[src/hw/lce_cmd_pkg.sv]
// ********************
// sizes assume a 16-set, 4-way icache with 64-bit blocks and 22-bit paddr
// NUM_SETS and NUM_WAYS must be powers of two
// ********************
package lce_cmd_pkg;

  // cache geometry
  localparam int NUM_SETS     = 16;
  localparam int NUM_WAYS     = 4;
  localparam int NUM_CCE      = 2;
  localparam int BLOCK_WIDTH  = 64;
  localparam int PADDR_WIDTH  = 22;
  localparam int OFFSET_WIDTH = 3;
  localparam int INDEX_WIDTH  = $clog2(NUM_SETS);
  localparam int TAG_WIDTH    = PADDR_WIDTH - OFFSET_WIDTH - INDEX_WIDTH;
  localparam int WAY_WIDTH    = $clog2(NUM_WAYS);
  localparam int ID_WIDTH     = 2;

  // wide enough to count all sync commands
  localparam int SYNC_CNT_WIDTH = $clog2(NUM_CCE + 1);

  typedef enum logic [2:0] {
    e_cmd_sync,
    e_cmd_set_tag,
    e_cmd_set_tag_wakeup,
    e_cmd_invalidate,
    e_cmd_writeback,
    e_cmd_data,
    e_cmd_uc_data
  } lce_cmd_msg_e;

  typedef enum logic [1:0] {
    e_resp_sync_ack,
    e_resp_inv_ack,
    e_resp_null_wb
  } lce_resp_msg_e;

  typedef enum logic [1:0] {
    e_coh_invalid,
    e_coh_shared,
    e_coh_exclusive
  } coh_state_e;

  typedef enum logic [1:0] {
    e_tag_set_clear,
    e_tag_set_tag,
    e_tag_invalidate
  } tag_op_e;

  typedef enum logic {
    e_data_write,
    e_data_uncached
  } data_op_e;

endpackage

[src/hw/lce_mem_if.sv]
// ********************
// a packet is written when v and ready are both high
// producers raise v only while ready is high
// ********************
`timescale 1ns/100ps

interface lce_tag_if;
  import lce_cmd_pkg::*;

  logic                   v;
  logic                   ready;
  logic [INDEX_WIDTH-1:0] index;
  logic [WAY_WIDTH-1:0]   way;
  coh_state_e             state;
  logic [TAG_WIDTH-1:0]   tag;
  tag_op_e                op;

  modport producer (output v, index, way, state, tag, op, input ready);
  modport consumer (input v, index, way, state, tag, op, output ready);
endinterface

interface lce_data_if;
  import lce_cmd_pkg::*;

  logic                   v;
  logic                   ready;
  logic [INDEX_WIDTH-1:0] index;
  logic [WAY_WIDTH-1:0]   way;
  data_op_e               op;
  logic [BLOCK_WIDTH-1:0] data;

  modport producer (output v, index, way, op, data, input ready);
  modport consumer (input v, index, way, op, data, output ready);
endinterface

[src/hw/lce_cmd_fsm.sv]
// ********************
// sync is only served before all NUM_CCE syncs are answered
// coherent commands stall until then
// uc_data is served in both phases
// ********************
`timescale 1ns/100ps

module lce_cmd_fsm (
  input  logic                                  clk_i,
  input  logic                                  reset_i,
  input  logic                                  init_done_i,
  input  logic [lce_cmd_pkg::ID_WIDTH-1:0]      lce_id_i,
  input  logic [lce_cmd_pkg::PADDR_WIDTH-1:0]   miss_addr_i,

  input  logic                                  cmd_v_i,
  input  lce_cmd_pkg::lce_cmd_msg_e             cmd_msg_i,
  input  logic [lce_cmd_pkg::PADDR_WIDTH-1:0]   cmd_addr_i,
  input  logic [lce_cmd_pkg::WAY_WIDTH-1:0]     cmd_way_i,
  input  lce_cmd_pkg::coh_state_e               cmd_state_i,
  input  logic [lce_cmd_pkg::ID_WIDTH-1:0]      cmd_src_i,
  input  logic [lce_cmd_pkg::BLOCK_WIDTH-1:0]   cmd_data_i,
  output logic                                  cmd_yumi_o,

  output logic                                  resp_v_o,
  output lce_cmd_pkg::lce_resp_msg_e            resp_msg_o,
  output logic [lce_cmd_pkg::ID_WIDTH-1:0]      resp_dst_o,
  output logic [lce_cmd_pkg::PADDR_WIDTH-1:0]   resp_addr_o,
  input  logic                                  resp_yumi_i,

  output logic                                  lce_ready_o,
  output logic                                  set_tag_received_o,
  output logic                                  set_tag_wakeup_received_o,
  output logic                                  cce_data_received_o,
  output logic                                  uncached_data_received_o,
  output logic                                  cache_req_complete_o,

  lce_tag_if.producer                           tag,
  lce_data_if.producer                          data
);
  import lce_cmd_pkg::*;

  typedef enum logic [1:0] {
    e_wait_init,
    e_uncached_only,
    e_ready
  } fsm_state_e;

  fsm_state_e                state_r, state_n;
  logic [SYNC_CNT_WIDTH-1:0] sync_cnt_r, sync_cnt_n;
  logic                      inv_pend_r, inv_pend_n;

  logic [INDEX_WIDTH-1:0]    cmd_index;
  logic [TAG_WIDTH-1:0]      cmd_tag;
  logic [INDEX_WIDTH-1:0]    miss_index;
  logic [ID_WIDTH-1:0]       resp_src;
  logic                      coh_ok;

  assign cmd_index  = cmd_addr_i[OFFSET_WIDTH +: INDEX_WIDTH];
  assign cmd_tag    = cmd_addr_i[OFFSET_WIDTH + INDEX_WIDTH +: TAG_WIDTH];
  assign miss_index = miss_addr_i[OFFSET_WIDTH +: INDEX_WIDTH];
  assign resp_src   = lce_id_i;
  assign coh_ok     = (state_r == e_ready);

  always_comb begin
    state_n    = state_r;
    sync_cnt_n = sync_cnt_r;
    inv_pend_n = inv_pend_r;

    cmd_yumi_o  = 1'b0;
    resp_v_o    = 1'b0;
    resp_msg_o  = e_resp_sync_ack;
    resp_dst_o  = cmd_src_i;
    resp_addr_o = cmd_addr_i;

    tag.v     = 1'b0;
    tag.index = cmd_index;
    tag.way   = cmd_way_i;
    tag.state = cmd_state_i;
    tag.tag   = cmd_tag;
    tag.op    = e_tag_set_tag;

    data.v     = 1'b0;
    data.index = miss_index;
    data.way   = cmd_way_i;
    data.op    = e_data_write;
    data.data  = cmd_data_i;

    lce_ready_o               = (state_r != e_wait_init);
    set_tag_received_o        = 1'b0;
    set_tag_wakeup_received_o = 1'b0;
    cce_data_received_o       = 1'b0;
    uncached_data_received_o  = 1'b0;
    cache_req_complete_o      = 1'b0;

    if (state_r == e_wait_init) begin
      if (init_done_i) begin
        state_n = e_uncached_only;
      end
    end else if (cmd_v_i) begin
      case (cmd_msg_i)
        e_cmd_sync: begin
          if (state_r == e_uncached_only) begin
            resp_v_o   = 1'b1;
            cmd_yumi_o = resp_yumi_i;
            if (resp_yumi_i) begin
              if (sync_cnt_r == SYNC_CNT_WIDTH'(NUM_CCE - 1)) begin
                state_n    = e_ready;
                sync_cnt_n = '0;
              end else begin
                sync_cnt_n = sync_cnt_r + 1'b1;
              end
            end
          end
        end
        e_cmd_set_tag, e_cmd_set_tag_wakeup: begin
          if (coh_ok) begin
            tag.v      = tag.ready;
            cmd_yumi_o = tag.ready;
            if (cmd_msg_i == e_cmd_set_tag) begin
              set_tag_received_o = tag.ready;
            end else begin
              set_tag_wakeup_received_o = tag.ready;
              cache_req_complete_o      = tag.ready;
            end
          end
        end
        e_cmd_invalidate: begin
          if (coh_ok) begin
            // tag write first, then hold the ack until it is taken
            tag.v      = ~inv_pend_r & tag.ready;
            tag.state  = e_coh_invalid;
            tag.tag    = '0;
            tag.op     = e_tag_invalidate;
            resp_v_o   = inv_pend_r | tag.v;
            resp_msg_o = e_resp_inv_ack;
            cmd_yumi_o = resp_v_o & resp_yumi_i;
            inv_pend_n = resp_v_o & ~resp_yumi_i;
          end
        end
        e_cmd_writeback: begin
          if (coh_ok) begin
            resp_v_o   = 1'b1;
            resp_msg_o = e_resp_null_wb;
            cmd_yumi_o = resp_yumi_i;
          end
        end
        e_cmd_data: begin
          if (coh_ok) begin
            tag.index            = miss_index;
            tag.v                = tag.ready & data.ready;
            data.v               = tag.ready & data.ready;
            cmd_yumi_o           = data.v;
            cce_data_received_o  = data.v;
            set_tag_received_o   = data.v;
            cache_req_complete_o = data.v;
          end
        end
        e_cmd_uc_data: begin
          data.v                   = data.ready;
          data.op                  = e_data_uncached;
          cmd_yumi_o               = data.ready;
          uncached_data_received_o = data.ready;
          cache_req_complete_o     = data.ready;
        end
        default: begin
        end
      endcase
    end
  end

  always_ff @(posedge clk_i) begin
    if (reset_i) begin
      state_r    <= e_wait_init;
      sync_cnt_r <= '0;
      inv_pend_r <= 1'b0;
    end else begin
      state_r    <= state_n;
      sync_cnt_r <= sync_cnt_n;
      inv_pend_r <= inv_pend_n;
    end
  end

  // response stays offered and unchanged until the receiver takes it
  a_resp_hold: assert property (@(posedge clk_i) disable iff (reset_i)
    resp_v_o && !resp_yumi_i |=> resp_v_o &&
      $stable({resp_msg_o, resp_dst_o, resp_addr_o, resp_src}));

  a_yumi_needs_v: assert property (@(posedge clk_i) disable iff (reset_i)
    cmd_yumi_o |-> cmd_v_i);

endmodule

[src/hw/lce_cmd_top.sv]
// ********************
// tag and data arrays attach through plain valid/ready ports
// commands and responses use valid/yumi
// ********************
`timescale 1ns/100ps

module lce_cmd_top (
  input  logic                                  clk_i,
  input  logic                                  reset_i,
  input  logic [lce_cmd_pkg::ID_WIDTH-1:0]      lce_id_i,
  input  logic [lce_cmd_pkg::PADDR_WIDTH-1:0]   miss_addr_i,

  input  logic                                  cmd_v_i,
  input  lce_cmd_pkg::lce_cmd_msg_e             cmd_msg_i,
  input  logic [lce_cmd_pkg::PADDR_WIDTH-1:0]   cmd_addr_i,
  input  logic [lce_cmd_pkg::WAY_WIDTH-1:0]     cmd_way_i,
  input  lce_cmd_pkg::coh_state_e               cmd_state_i,
  input  logic [lce_cmd_pkg::ID_WIDTH-1:0]      cmd_src_i,
  input  logic [lce_cmd_pkg::BLOCK_WIDTH-1:0]   cmd_data_i,
  output logic                                  cmd_yumi_o,

  output logic                                  resp_v_o,
  output lce_cmd_pkg::lce_resp_msg_e            resp_msg_o,
  output logic [lce_cmd_pkg::ID_WIDTH-1:0]      resp_dst_o,
  output logic [lce_cmd_pkg::PADDR_WIDTH-1:0]   resp_addr_o,
  input  logic                                  resp_yumi_i,

  output logic                                  lce_ready_o,
  output logic                                  set_tag_received_o,
  output logic                                  set_tag_wakeup_received_o,
  output logic                                  cce_data_received_o,
  output logic                                  uncached_data_received_o,
  output logic                                  cache_req_complete_o,

  output logic                                  tag_v_o,
  input  logic                                  tag_ready_i,
  output logic [lce_cmd_pkg::INDEX_WIDTH-1:0]   tag_index_o,
  output logic [lce_cmd_pkg::WAY_WIDTH-1:0]     tag_way_o,
  output lce_cmd_pkg::coh_state_e               tag_state_o,
  output logic [lce_cmd_pkg::TAG_WIDTH-1:0]     tag_tag_o,
  output lce_cmd_pkg::tag_op_e                  tag_op_o,

  output logic                                  data_v_o,
  input  logic                                  data_ready_i,
  output logic [lce_cmd_pkg::INDEX_WIDTH-1:0]   data_index_o,
  output logic [lce_cmd_pkg::WAY_WIDTH-1:0]     data_way_o,
  output lce_cmd_pkg::data_op_e                 data_op_o,
  output logic [lce_cmd_pkg::BLOCK_WIDTH-1:0]   data_o
);

  logic init_done;

  lce_tag_if  cmd_tag_if ();
  lce_tag_if  mem_tag_if ();
  lce_data_if data_if ();

  assign tag_v_o          = mem_tag_if.v;
  assign mem_tag_if.ready = tag_ready_i;
  assign tag_index_o      = mem_tag_if.index;
  assign tag_way_o        = mem_tag_if.way;
  assign tag_state_o      = mem_tag_if.state;
  assign tag_tag_o        = mem_tag_if.tag;
  assign tag_op_o         = mem_tag_if.op;

  assign data_v_o         = data_if.v;
  assign data_if.ready    = data_ready_i;
  assign data_index_o     = data_if.index;
  assign data_way_o       = data_if.way;
  assign data_op_o        = data_if.op;
  assign data_o           = data_if.data;

  lce_init_sweep u_sweep (
    .clk_i   (clk_i),
    .reset_i (reset_i),
    .cmd_tag (cmd_tag_if.consumer),
    .mem_tag (mem_tag_if.producer),
    .done_o  (init_done)
  );

  lce_cmd_fsm u_fsm (
    .clk_i                     (clk_i),
    .reset_i                   (reset_i),
    .init_done_i               (init_done),
    .lce_id_i                  (lce_id_i),
    .miss_addr_i               (miss_addr_i),
    .cmd_v_i                   (cmd_v_i),
    .cmd_msg_i                 (cmd_msg_i),
    .cmd_addr_i                (cmd_addr_i),
    .cmd_way_i                 (cmd_way_i),
    .cmd_state_i               (cmd_state_i),
    .cmd_src_i                 (cmd_src_i),
    .cmd_data_i                (cmd_data_i),
    .cmd_yumi_o                (cmd_yumi_o),
    .resp_v_o                  (resp_v_o),
    .resp_msg_o                (resp_msg_o),
    .resp_dst_o                (resp_dst_o),
    .resp_addr_o               (resp_addr_o),
    .resp_yumi_i               (resp_yumi_i),
    .lce_ready_o               (lce_ready_o),
    .set_tag_received_o        (set_tag_received_o),
    .set_tag_wakeup_received_o (set_tag_wakeup_received_o),
    .cce_data_received_o       (cce_data_received_o),
    .uncached_data_received_o  (uncached_data_received_o),
    .cache_req_complete_o      (cache_req_complete_o),
    .tag                       (cmd_tag_if.producer),
    .data                      (data_if.producer)
  );

endmodule

[src/hw/lce_init_sweep.sv]
// ********************
// clears one tag set per accepted packet after reset
// sweep packets carry way zero
// command-side tag packets are blocked until the sweep has finished
// ********************
`timescale 1ns/100ps

module lce_init_sweep (
  input  logic           clk_i,
  input  logic           reset_i,
  lce_tag_if.consumer    cmd_tag,
  lce_tag_if.producer    mem_tag,
  output logic           done_o
);
  import lce_cmd_pkg::*;

  logic [INDEX_WIDTH-1:0] idx_r;
  logic                   done_r;
  logic                   sweep_fire;
  logic                   sweep_last;

  assign sweep_fire = ~done_r & mem_tag.ready;
  assign sweep_last = sweep_fire & (idx_r == INDEX_WIDTH'(NUM_SETS - 1));

  // high already in the last sweep cycle so the fsm leaves init right after it
  assign done_o = done_r | sweep_last;

  assign mem_tag.v     = done_r ? cmd_tag.v     : mem_tag.ready;
  assign mem_tag.index = done_r ? cmd_tag.index : idx_r;
  assign mem_tag.way   = done_r ? cmd_tag.way   : '0;
  assign mem_tag.state = done_r ? cmd_tag.state : e_coh_invalid;
  assign mem_tag.tag   = done_r ? cmd_tag.tag   : '0;
  assign mem_tag.op    = done_r ? cmd_tag.op    : e_tag_set_clear;
  assign cmd_tag.ready = done_r & mem_tag.ready;

  always_ff @(posedge clk_i) begin
    if (reset_i) begin
      idx_r  <= '0;
      done_r <= 1'b0;
    end else if (sweep_fire) begin
      idx_r  <= idx_r + 1'b1;
      done_r <= sweep_last;
    end
  end

  // the fsm relies on init staying complete
  a_done_sticky: assert property (@(posedge clk_i) disable iff (reset_i)
    done_o |=> done_o);

endmodule

[config.mk]
export PLATFORM = sky130hd
export DESIGN_NAME = lce_cmd_top
export DESIGN_NICKNAME = d
export VERILOG_FILES = /design/src/hw/lce_cmd_pkg.sv /design/src/hw/lce_mem_if.sv /design/src/hw/lce_cmd_fsm.sv /design/src/hw/lce_cmd_top.sv /design/src/hw/lce_init_sweep.sv
export SDC_FILE = /design/constraint.sdc
export NUM_CORES = 1
export LEC_CHECK = 0
export BUFFER_PORTS_ARGS = -buffer_cell sky130_fd_sc_hd__buf_2
export CELL_PAD_IN_SITES_DETAIL_PLACEMENT = 1
export CELL_PAD_IN_SITES_GLOBAL_PLACEMENT = 1
export CORE_MARGIN = 10
export CORE_UTILIZATION = 17
export DETAILED_ROUTE_END_ITERATION = 8
export GPL_TIMING_DRIVEN = 0
export PLACE_DENSITY_LB_ADDON = 0.1
export SLEW_MARGIN = 20
export SYNTH_ARGS = -nofsm -noshare
export SYNTH_HDL_FRONTEND = slang
export SYNTH_SLANG_ARGS = --single-unit
[constraint.sdc]
create_clock -name clk_i -period 2 [get_ports clk_i]
set_input_delay 0.2 -clock clk_i [delete_from_list [all_inputs] [get_ports clk_i]]
set_output_delay 0.2 -clock clk_i [all_outputs]
set_load 0.01 [all_outputs]
==> results of run 1 <==
-- synthesized netlist by cell type (all sizes together) (2+ instances only) --
library cell | n | area share [%]
nand2 | 3 | 0.68
clkbuf | 2 | 0.45
xor2 | 2 | 1.1
dfxtp | 10 | 12
nand3 | 3 | 0.90
nor2 | 17 | 4.3
a21oi | 9 | 2.7
nor2b | 3 | 1.4
nor3 | 4 | 1.2
inv | 6 | 1.4
nand3b | 2 | 0.90
buf | 100 | 45
a31o | 2 | 1.1
nand4 | 2 | 0.75
mux2i | 5 | 3.0
xnor2 | 2 | 1.1
and2 | 22 | 8.3
and3 | 4 | 1.5
o21ai | 5 | 1.7
-- layout make-up --
| cell class | count | area [um^2] |
|---|---|---|
| Buffer | 101 | 747 |
| Tap cell | 133 | 166 |
| Inverter | 6 | 22.5 |
| Clock buffer | 4 | 55.1 |
| Multi-Input combinational cell | 105 | 701 |
| Fill cell | 1269 | 6920 |
| Sequential cell | 10 | 204 |
| Timing Repair Buffer | 165 | 826 |
-- kinds of logic after synthesis --
logic type | synth area share, %
flip-flops | 12.0
adder cells (fa/ha/maj) | 0.751
buffers and inverters | 46.4
XOR/XNOR | 2.10
AND/OR/NAND/NOR | 26.0
AO/OA/AOI/OAI | 9.76
multiplexers | 3.00
-- registers in the layout, indices dropped and copies added (netlist names) --
name              cells
u_fsm.state_r         2
u_fsm.sync_cnt_r      2
u_fsm.inv_pend_r      1
u_sweep.done_r        1
u_sweep.idx_r         4
-- worst max-delay path: stages, from the launching register on --
cell and delay [ns]:
dfxtp_2 0.36, or4b_4 0.58, nor2_4 0.13, a31o_1 0.14, a22o_1 0.13, buf_2 0.12
-- repair_timing --
item                       CTS  global route
cloned                       0             0
resized for setup            2             3
setup endpoints to repair   10            16
-- path summary, 6_finish.rpt --
path / slack (ns) / depth (start not counted) / end / start
worst max-delay path: 0.11 / 5 / cmd_yumi_o / u_fsm.state_r[1]
worst min-delay path: 0.32 / 3 / u_fsm.inv_pend_r / resp_yumi_i
worst max register to register: 0.49 / 4 / u_fsm.state_r[0] / u_fsm.state_r[1]
worst min register to register: 0.48 / 1 / u_fsm.sync_cnt_r[1] / u_fsm.sync_cnt_r[1]
-- layer usage --
layer  vias up  share of wire [%]
met5         -                  0
li1        969                  -
met4         0               0.46
met1       871                 41
met3         2                8.1
met2       125                 50
-- where the power goes --
| part | switching, mW | internal, mW |
|---|---|---|
| registers | 0.00518 | 0.204 |
| logic | 0.170 | 0.227 |
| clock network | 0.0793 | 0.173 |
==> flow_summary.json, run 1 <==
{
  "grt_setup_unrepaired": "false",
  "ant_nets": 0,
  "final_period_minus_worst_setup_slack_ns": 1.89,
  "fp-row-count": 36,
  "slew_headroom_pct": 67.6,
  "start_kind": "register",
  "synth_edf_count": 0,
  "post-route-util_pct": 28.2,
  "place_area_um2": 2660,
  "synthCells": 223,
  "fmax_mhz": 529,
  "cts-root-buf": "clkbuf_8",
  "synth_cell_types": 45,
  "grt_pass1_vias": 2135,
  "preCtsSetupSlack_ns": 0.133,
  "final_nets": 518,
  "drt_iter0_drc": 56,
  "setup_tns_ns": 0,
  "clock_latency_ns": 0.24,
  "final_cell_mix": "168 x buf_2, 95 x buf_4, 22 x and2_1",
  "syn-mean-instance-area_um2": 7.47,
  "crit_path_end_kind": "output port",
  "postCtsHoldBufs": 0,
  "finalMaxSlewViolations": 0,
  "cts_made_buffers": 3,
  "vias_per_cell": 3.75,
  "fin_skew_ns": 0.00517,
  "wl_per_cell_um": 14.6,
  "grt_util_met2_pct": 17.3,
  "peakVddDrop_mv": 0.137,
  "dp_hpwl_um": 7020,
  "path_class": "register to output port",
  "num_vias": 1967,
  "use_met1_pct": 11.1,
  "hold_violations": 0,
  "hold_ws_ns": 0.318,
  "critPathRequiredTime_ns": 1.80,
  "track_usage_pct": 9.74,
  "htreeDepth": 1,
  "ys_seq_elements": 10,
  "drc": 0,
  "clockBufferDepth": 2,
  "wl_um": 7630,
  "grt_pass1_wl_um": 11500,
  "grt_max_degree": 11,
  "syn_to_final_growth_pct": 63.3,
  "finalSetupViolCount": 0,
  "antennaDiodeCount": 0,
  "cap_viol_max_count": 0,
  "syn_nets": 349,
  "synthesis.area_um2": 1670,
  "yosysSeqAreaShare_pct": 12.0,
  "clock_sinks": 10,
  "critical_path.max_fanout": 8,
  "antenna_found_initial": 0,
  "synthFlopType": "dfxtp_1",
  "status": "complete, no violations",
  "place.gp.congestion": 0.757,
  "async_flop_share_pct": 0,
  "core_area_um2": 9640,
  "grt-ovfl-total": 0,
  "dieArea_um2": 14200,
  "dp_cells": 521,
  "clkSlewWorstSetupHoldPaths_ns": 0.05,
  "tightest_slew_ns": 0.487,
  "ios": 257,
  "grtUsageMet3_pct": 3.87,
  "post-cts-setup-buffers": 0,
  "ys_warn_count": 0,
  "fin_area_um2": 2720,
  "numPortBuffers": 165,
  "die_height_um": 119,
  "period_share_pct": 94.6,
  "finalPower_uw": 859,
  "finalWorstSetupSlack_ns": 0.109,
  "instances_no_fill": 524,
  "layout_commonest_cell": "buf_2",
  "worst_ep_arrival_time_ns": 1.69,
  "min_path_type": "primary input to register",
  "powerDensity_nw_per_um2": 315,
  "dr.pass1.iters": 4,
  "initial_core_util_pct": 17.3,
  "p_leak_nw": 1.57,
  "cts_tree": "built",
  "drive_gt1_share_pct": 71.4,
  "die_w_um": 119,
  "busiest_layer": "met2"
}
Note: power is estimated with default switching activity, not from simulation.
==> run 2, diff against run 1 <==
RECOVER_POWER = 100   (was unset)
==> run 2 against run 1 <==
  * Non-clock buffer count unchanged
  * Flip-flop and latch count unchanged
  * Design area decreased by 5.7%
  * First-iteration DRC count decreased by 23%
  * Maximum frequency increased by 1.0%
  * Via count decreased by 0.36%
  * Largest cell class unchanged
  * Worst setup slack improved by 0.019 ns
  * Sequential share of layout area increased by 0.46 points
  * Critical path type unchanged
  * Register-to-register slack about the same
  * Utilization decreased by 1.6 points
==> flow_summary.json, run 2 (same netlist as run 1, synthesis figures left out) <==
{
  "wl_per_cell_um": 14.7,
  "finalSetupViolCount": 0,
  "grt_pass1_vias": 2135,
  "syn_to_final_growth_pct": 53.9,
  "drc": 0,
  "critPathRequiredTime_ns": 1.80,
  "antenna_found_initial": 0,
  "tightest_slew_ns": 0.490,
  "grt_pass1_wl_um": 11500,
  "hold_path_startpoint": "resp_yumi_i",
  "final_period_minus_worst_setup_slack_ns": 1.87,
  "peakVddDrop_mv": 0.141,
  "regMostFlops": "u_sweep.idx_r",
  "core_area_um2": 9640,
  "worst_ep_arrival_time_ns": 1.67,
  "largest_reg_flops": 4,
  "min_path_type": "primary input to register",
  "drt_iter0_drc": 43,
  "powerDensity_nw_per_um2": 325,
  "start_kind": "register",
  "hold_violations": 0,
  "grt_setup_unrepaired": "false",
  "place_area_um2": 2660,
  "status": "complete, no violations",
  "post-cts-setup-buffers": 0,
  "post-route-util_pct": 26.6,
  "cts_made_buffers": 3,
  "postCtsHoldBufs": 0,
  "r2r_end": "u_fsm.sync_cnt_r[0]",
  "cap_viol_max_count": 0,
  "track_usage_pct": 9.74,
  "fmax_mhz": 534,
  "r2r-start": "u_fsm.state_r[1]",
  "die_w_um": 119,
  "dieArea_um2": 14200,
  "final_nets": 518,
  "finalWorstSetupSlack_ns": 0.128,
  "drive_gt1_share_pct": 43.7,
  "ff2ff_path_depth": 4,
  "htreeDepth": 1,
  "preCtsSetupSlack_ns": 0.133,
  "clock_latency_ns": 0.24,
  "dp_hpwl_um": 7020,
  "ios": 257,
  "numPortBuffers": 165,
  "critical_path.max_fanout": 8,
  "finalMaxSlewViolations": 0,
  "ant_nets": 0,
  "clkSlewWorstSetupHoldPaths_ns": 0.05,
  "vias_per_cell": 3.74,
  "place.gp.congestion": 0.757,
  "final_cell_mix": "106 x clkbuf_1, 95 x buf_4, 54 x buf_2",
  "initial_core_util_pct": 17.3,
  "period_share_pct": 93.6,
  "dr.pass1.iters": 4,
  "antennaDiodeCount": 0,
  "clockBufferDepth": 2,
  "min_to": "u_fsm.inv_pend_r",
  "grt-ovfl-total": 0,
  "cts_tree": "built",
  "ff2ff_setup_slack_ns": 0.50,
  "grt_max_degree": 11,
  "fin_area_um2": 2560,
  "cts-root-buf": "clkbuf_8",
  "layout_commonest_cell": "clkbuf_1",
  "die_height_um": 119,
  "hold_ws_ns": 0.320,
  "num_vias": 1960,
  "fp-row-count": 36,
  "fin_skew_ns": 0.00506,
  "reg_top3": "u_sweep.idx_r x4, u_fsm.state_r x2, u_fsm.sync_cnt_r x2",
  "hold_depth": 3,
  "p_leak_nw": 1.24,
  "clock_sinks": 10,
  "wl_um": 7710,
  "path_class": "register to output port",
  "crit_path_end_kind": "output port",
  "setup_tns_ns": 0,
  "slew_headroom_pct": 67.4
}
[run 2: changes by cell type in the layout (fill, tap and decap cells not counted), sizes merged]
cell	previous run	this run
clkbuf	5	119
buf	265	151
[run 2: through the flow]
stage	total power, mW	instances
finish	0.833	524
global placement	0.616	521
CTS	0.881	524
global route	0.900	524
floorplan	0.453	223
detailed placement	0.619	521
[run 2: worst max path at each step]
stage / end / from / slack [ns]
2_1_floorplan: cmd_yumi_o / u_sweep.done_r / 0.49
5_1_grt: tag_index_o[0] / u_fsm.state_r[1] / 0.008
3_5_place_dp: cmd_yumi_o / u_sweep.done_r / 0.13
3_3_place_gp: cmd_yumi_o / u_sweep.done_r / 0.14
4_1_cts: cmd_yumi_o / u_sweep.done_r / 0.01
6_report: tag_index_o[3] / u_fsm.state_r[1] / 0.13
[run 2: per-layer routing]
layer  global-route usage, %  vias up  share of wire, %
met2                    17.3      125                50
met1                    11.1      862                41
met3                    3.87        2               7.9
met4                    1.07        0              0.45
li1                        -      971                 -
met5                       0        -                 0
[run 2: area by class of cell]
class / instances / area (um^2)
repair buffers: 165 / 694
inverters: 6 / 22.5
flip-flops and latches: 10 / 204
well taps: 133 / 166
plain buffers: 101 / 747
clock buffers: 4 / 55.1
multi-input cells: 105 / 676
fillers: 1287 / 7070
[run 2: timing repair]
item | CTS | global route
endpoints found under the setup margin | 10 | 16
gates cloned | 0 | 0
gates resized for setup | 2 | 3
[run 2: report_power, final]
group,switching [mW],internal (mW)
registers,0.00518,0.204
logic,0.173,0.199
clock network,0.0792,0.173
total,0.257,0.576
[run 2: critical path: stages (launching register included)]
cell and delay, ns:
dfxtp_2 0.39, and3b_1 0.22, and3_1 0.18, clkbuf_2 0.20, mux2i_1 0.21, a21oi_1 0.08
buf_2 0.17
==> run 3, diff against run 2 <==
CORE_UTILIZATION = 18   (was 17)
SKIP_LAST_GASP = 1   (was unset)
clock period = 2.45 ns   (was 2 ns; I/O delays follow)
==> run 3 against run 2 <==
  * Via count grew 0.56%
  * Combinational power shrank 19%
  * Sequential share of layout area is essentially flat
  * Design area shrank 2.4%
  * First-iteration DRC count grew 47%
  * Worst hold slack gained 0.046 ns
  * Non-clock buffer count grew 1
  * Flip-flop and latch count is the same
  * Critical endpoint is now cmd_yumi_o
  * Largest cell class unchanged
==> flow_summary.json, run 3 (same netlist as run 1, synthesis figures left out) <==
{
  "final_cell_mix": "123 x clkbuf_1, 95 x buf_4, 47 x buf_2",
  "dp_hpwl_um": 7090,
  "p_leak_nw": 1.18,
  "power.share.clock_pct": 30.4,
  "fin_area_um2": 2500,
  "largest_reg_flops": 4,
  "grt_pass1_vias": 2112,
  "crit_slowest_cell": "or3_1",
  "fmax_mhz": 459,
  "antennaDiodeCount": 0,
  "grt_max_degree": 11,
  "syn_to_final_growth_pct": 50.2,
  "htreeDepth": 1,
  "fp-row-count": 35,
  "post-cts-setup-buffers": 0,
  "antenna_found_initial": 0,
  "peakVddDrop_mv": 0.116,
  "reg_top3": "u_sweep.idx_r x4, u_fsm.state_r x2, u_fsm.sync_cnt_r x2",
  "numPortBuffers": 165,
  "seq_power_share_pct": 25.1,
  "power.internal_uw": 470,
  "min_path_type": "primary input to register",
  "start_kind": "register",
  "multi_input_area_um2": 661,
  "combinationalPowerShare_pct": 44.5,
  "status": "complete, no violations",
  "initial_core_util_pct": 18.3,
  "grt_setup_unrepaired": "false",
  "place.gp.congestion": 0.720,
  "finalMaxSlewViolations": 0,
  "crit_path_end_kind": "output port",
  "wl_per_cell_um": 15.6,
  "finalPower_uw": 680,
  "dieArea_um2": 13500,
  "post-route-util_pct": 27.5,
  "postCtsHoldBufs": 0,
  "clockBufferDepth": 2,
  "die_w_um": 116,
  "final_nets": 519,
  "clock_latency_ns": 0.23,
  "finalSetupViolCount": 0,
  "path_class": "register to output port",
  "drt_iter0_drc": 63,
  "grt_pass1_wl_um": 11200,
  "crit_path_cell_trace": "clkbuf_1, nand4b_1, or3_1, o211ai_1, a22o_1, clkbuf_1",
  "cts-root-buf": "clkbuf_8",
  "critPathRequiredTime_ns": 2.20,
  "fin_skew_ns": 0.00289,
  "cpMostUsedCell": "clkbuf_1",
  "vias_per_cell": 3.92,
  "place_area_um2": 2630,
  "cap_viol_max_count": 0,
  "cp_num_buf_inv": 2,
  "period_share_pct": 88.9,
  "cts_tree": "built",
  "final_period_minus_worst_setup_slack_ns": 2.18,
  "tightest_slew_ns": 0.508,
  "clock_sinks": 10,
  "cts_made_buffers": 3,
  "core_area_um2": 9110,
  "wl_um": 7840,
  "die_height_um": 116,
  "num_vias": 1971,
  "ant_nets": 0,
  "slew_headroom_pct": 66.1,
  "slowest_delay_ns": 0.37,
  "register_area_um2": 200,
  "drive_gt1_share_pct": 38.3,
  "powerDensity_nw_per_um2": 272,
  "p_sw_uw": 210,
  "clkSlewWorstSetupHoldPaths_ns": 0.05,
  "setup_tns_ns": 0,
  "layout_commonest_cell": "clkbuf_1",
  "grt-ovfl-total": 0,
  "drc": 0,
  "cp_top_family": "simple AND/OR/NAND/NOR gates",
  "hold_ws_ns": 0.365,
  "critical_path.max_fanout": 9,
  "dr.pass1.iters": 4,
  "track_usage_pct": 10.1,
  "swShare_pct": 30.9,
  "hold_violations": 0,
  "ios": 257,
  "cts.repair.resized": 0,
  "regMostFlops": "u_sweep.idx_r",
  "worst_ep_arrival_time_ns": 1.93,
  "n_fill_cell": 1192
}
[run 3: path summary, 6_finish.rpt]
| check | to | start | slack, ns | cells after the start |
|---|---|---|---|---|
| hold reg to reg | u_fsm.sync_cnt_r[1] | u_fsm.sync_cnt_r[1] | 0.49 | 1 |
| setup reg to reg | u_fsm.state_r[0] | u_fsm.state_r[1] | 0.82 | 4 |
| hold / removal | u_fsm.inv_pend_r | resp_yumi_i | 0.37 | 3 |
| setup / recovery | cmd_yumi_o | u_sweep.done_r | 0.27 | 6 |
[run 3: layer usage]
layer	vias to the layer above	wire, um	global-route usage (%)	part of all wire (%)
met2	133	3940	18.9	50
met3	2	911	4.16	12
met1	862	2960	10.8	38
met5	-	0	0	0
li1	974	-	-	-
met4	0	39	0.667	0.50
[run 3: metrics by stage]
stage          worst slack [ns]  std cells
3_3_place_gp              0.530        499
2_1_floorplan             0.894        223
3_5_place_dp              0.528        499
6_report                  0.271        503
4_1_cts                   0.266        503
5_1_grt                  0.0914        503
[run 3: power groups by stage]
stage / Combinational, mW / Clock (mW) / Sequential (mW)
after floorplan: 0.197 / 0 / 0.173
after global placement: 0.328 / 0 / 0.174
after detailed placement: 0.332 / 0 / 0.174
after CTS: 0.333 / 0.216 / 0.171
after global routing: 0.336 / 0.227 / 0.171
final: 0.303 / 0.207 / 0.171
[run 3: worst reg2reg max path: stages (launching register included)]
cell and delay [ns]:
dfxtp_1 0.37, or4b_1 0.58, nor2_1 0.21, nand3_1 0.14, a31o_1 0.23
[run 3: layout make-up]
class	count	area share, %
clock buffers	4	2.20
multi-input cells	105	26.4
flip-flops and latches	10	8.00
inverters	6	0.900
plain buffers	102	30.0
well taps	111	5.55
repair buffers	165	27.0
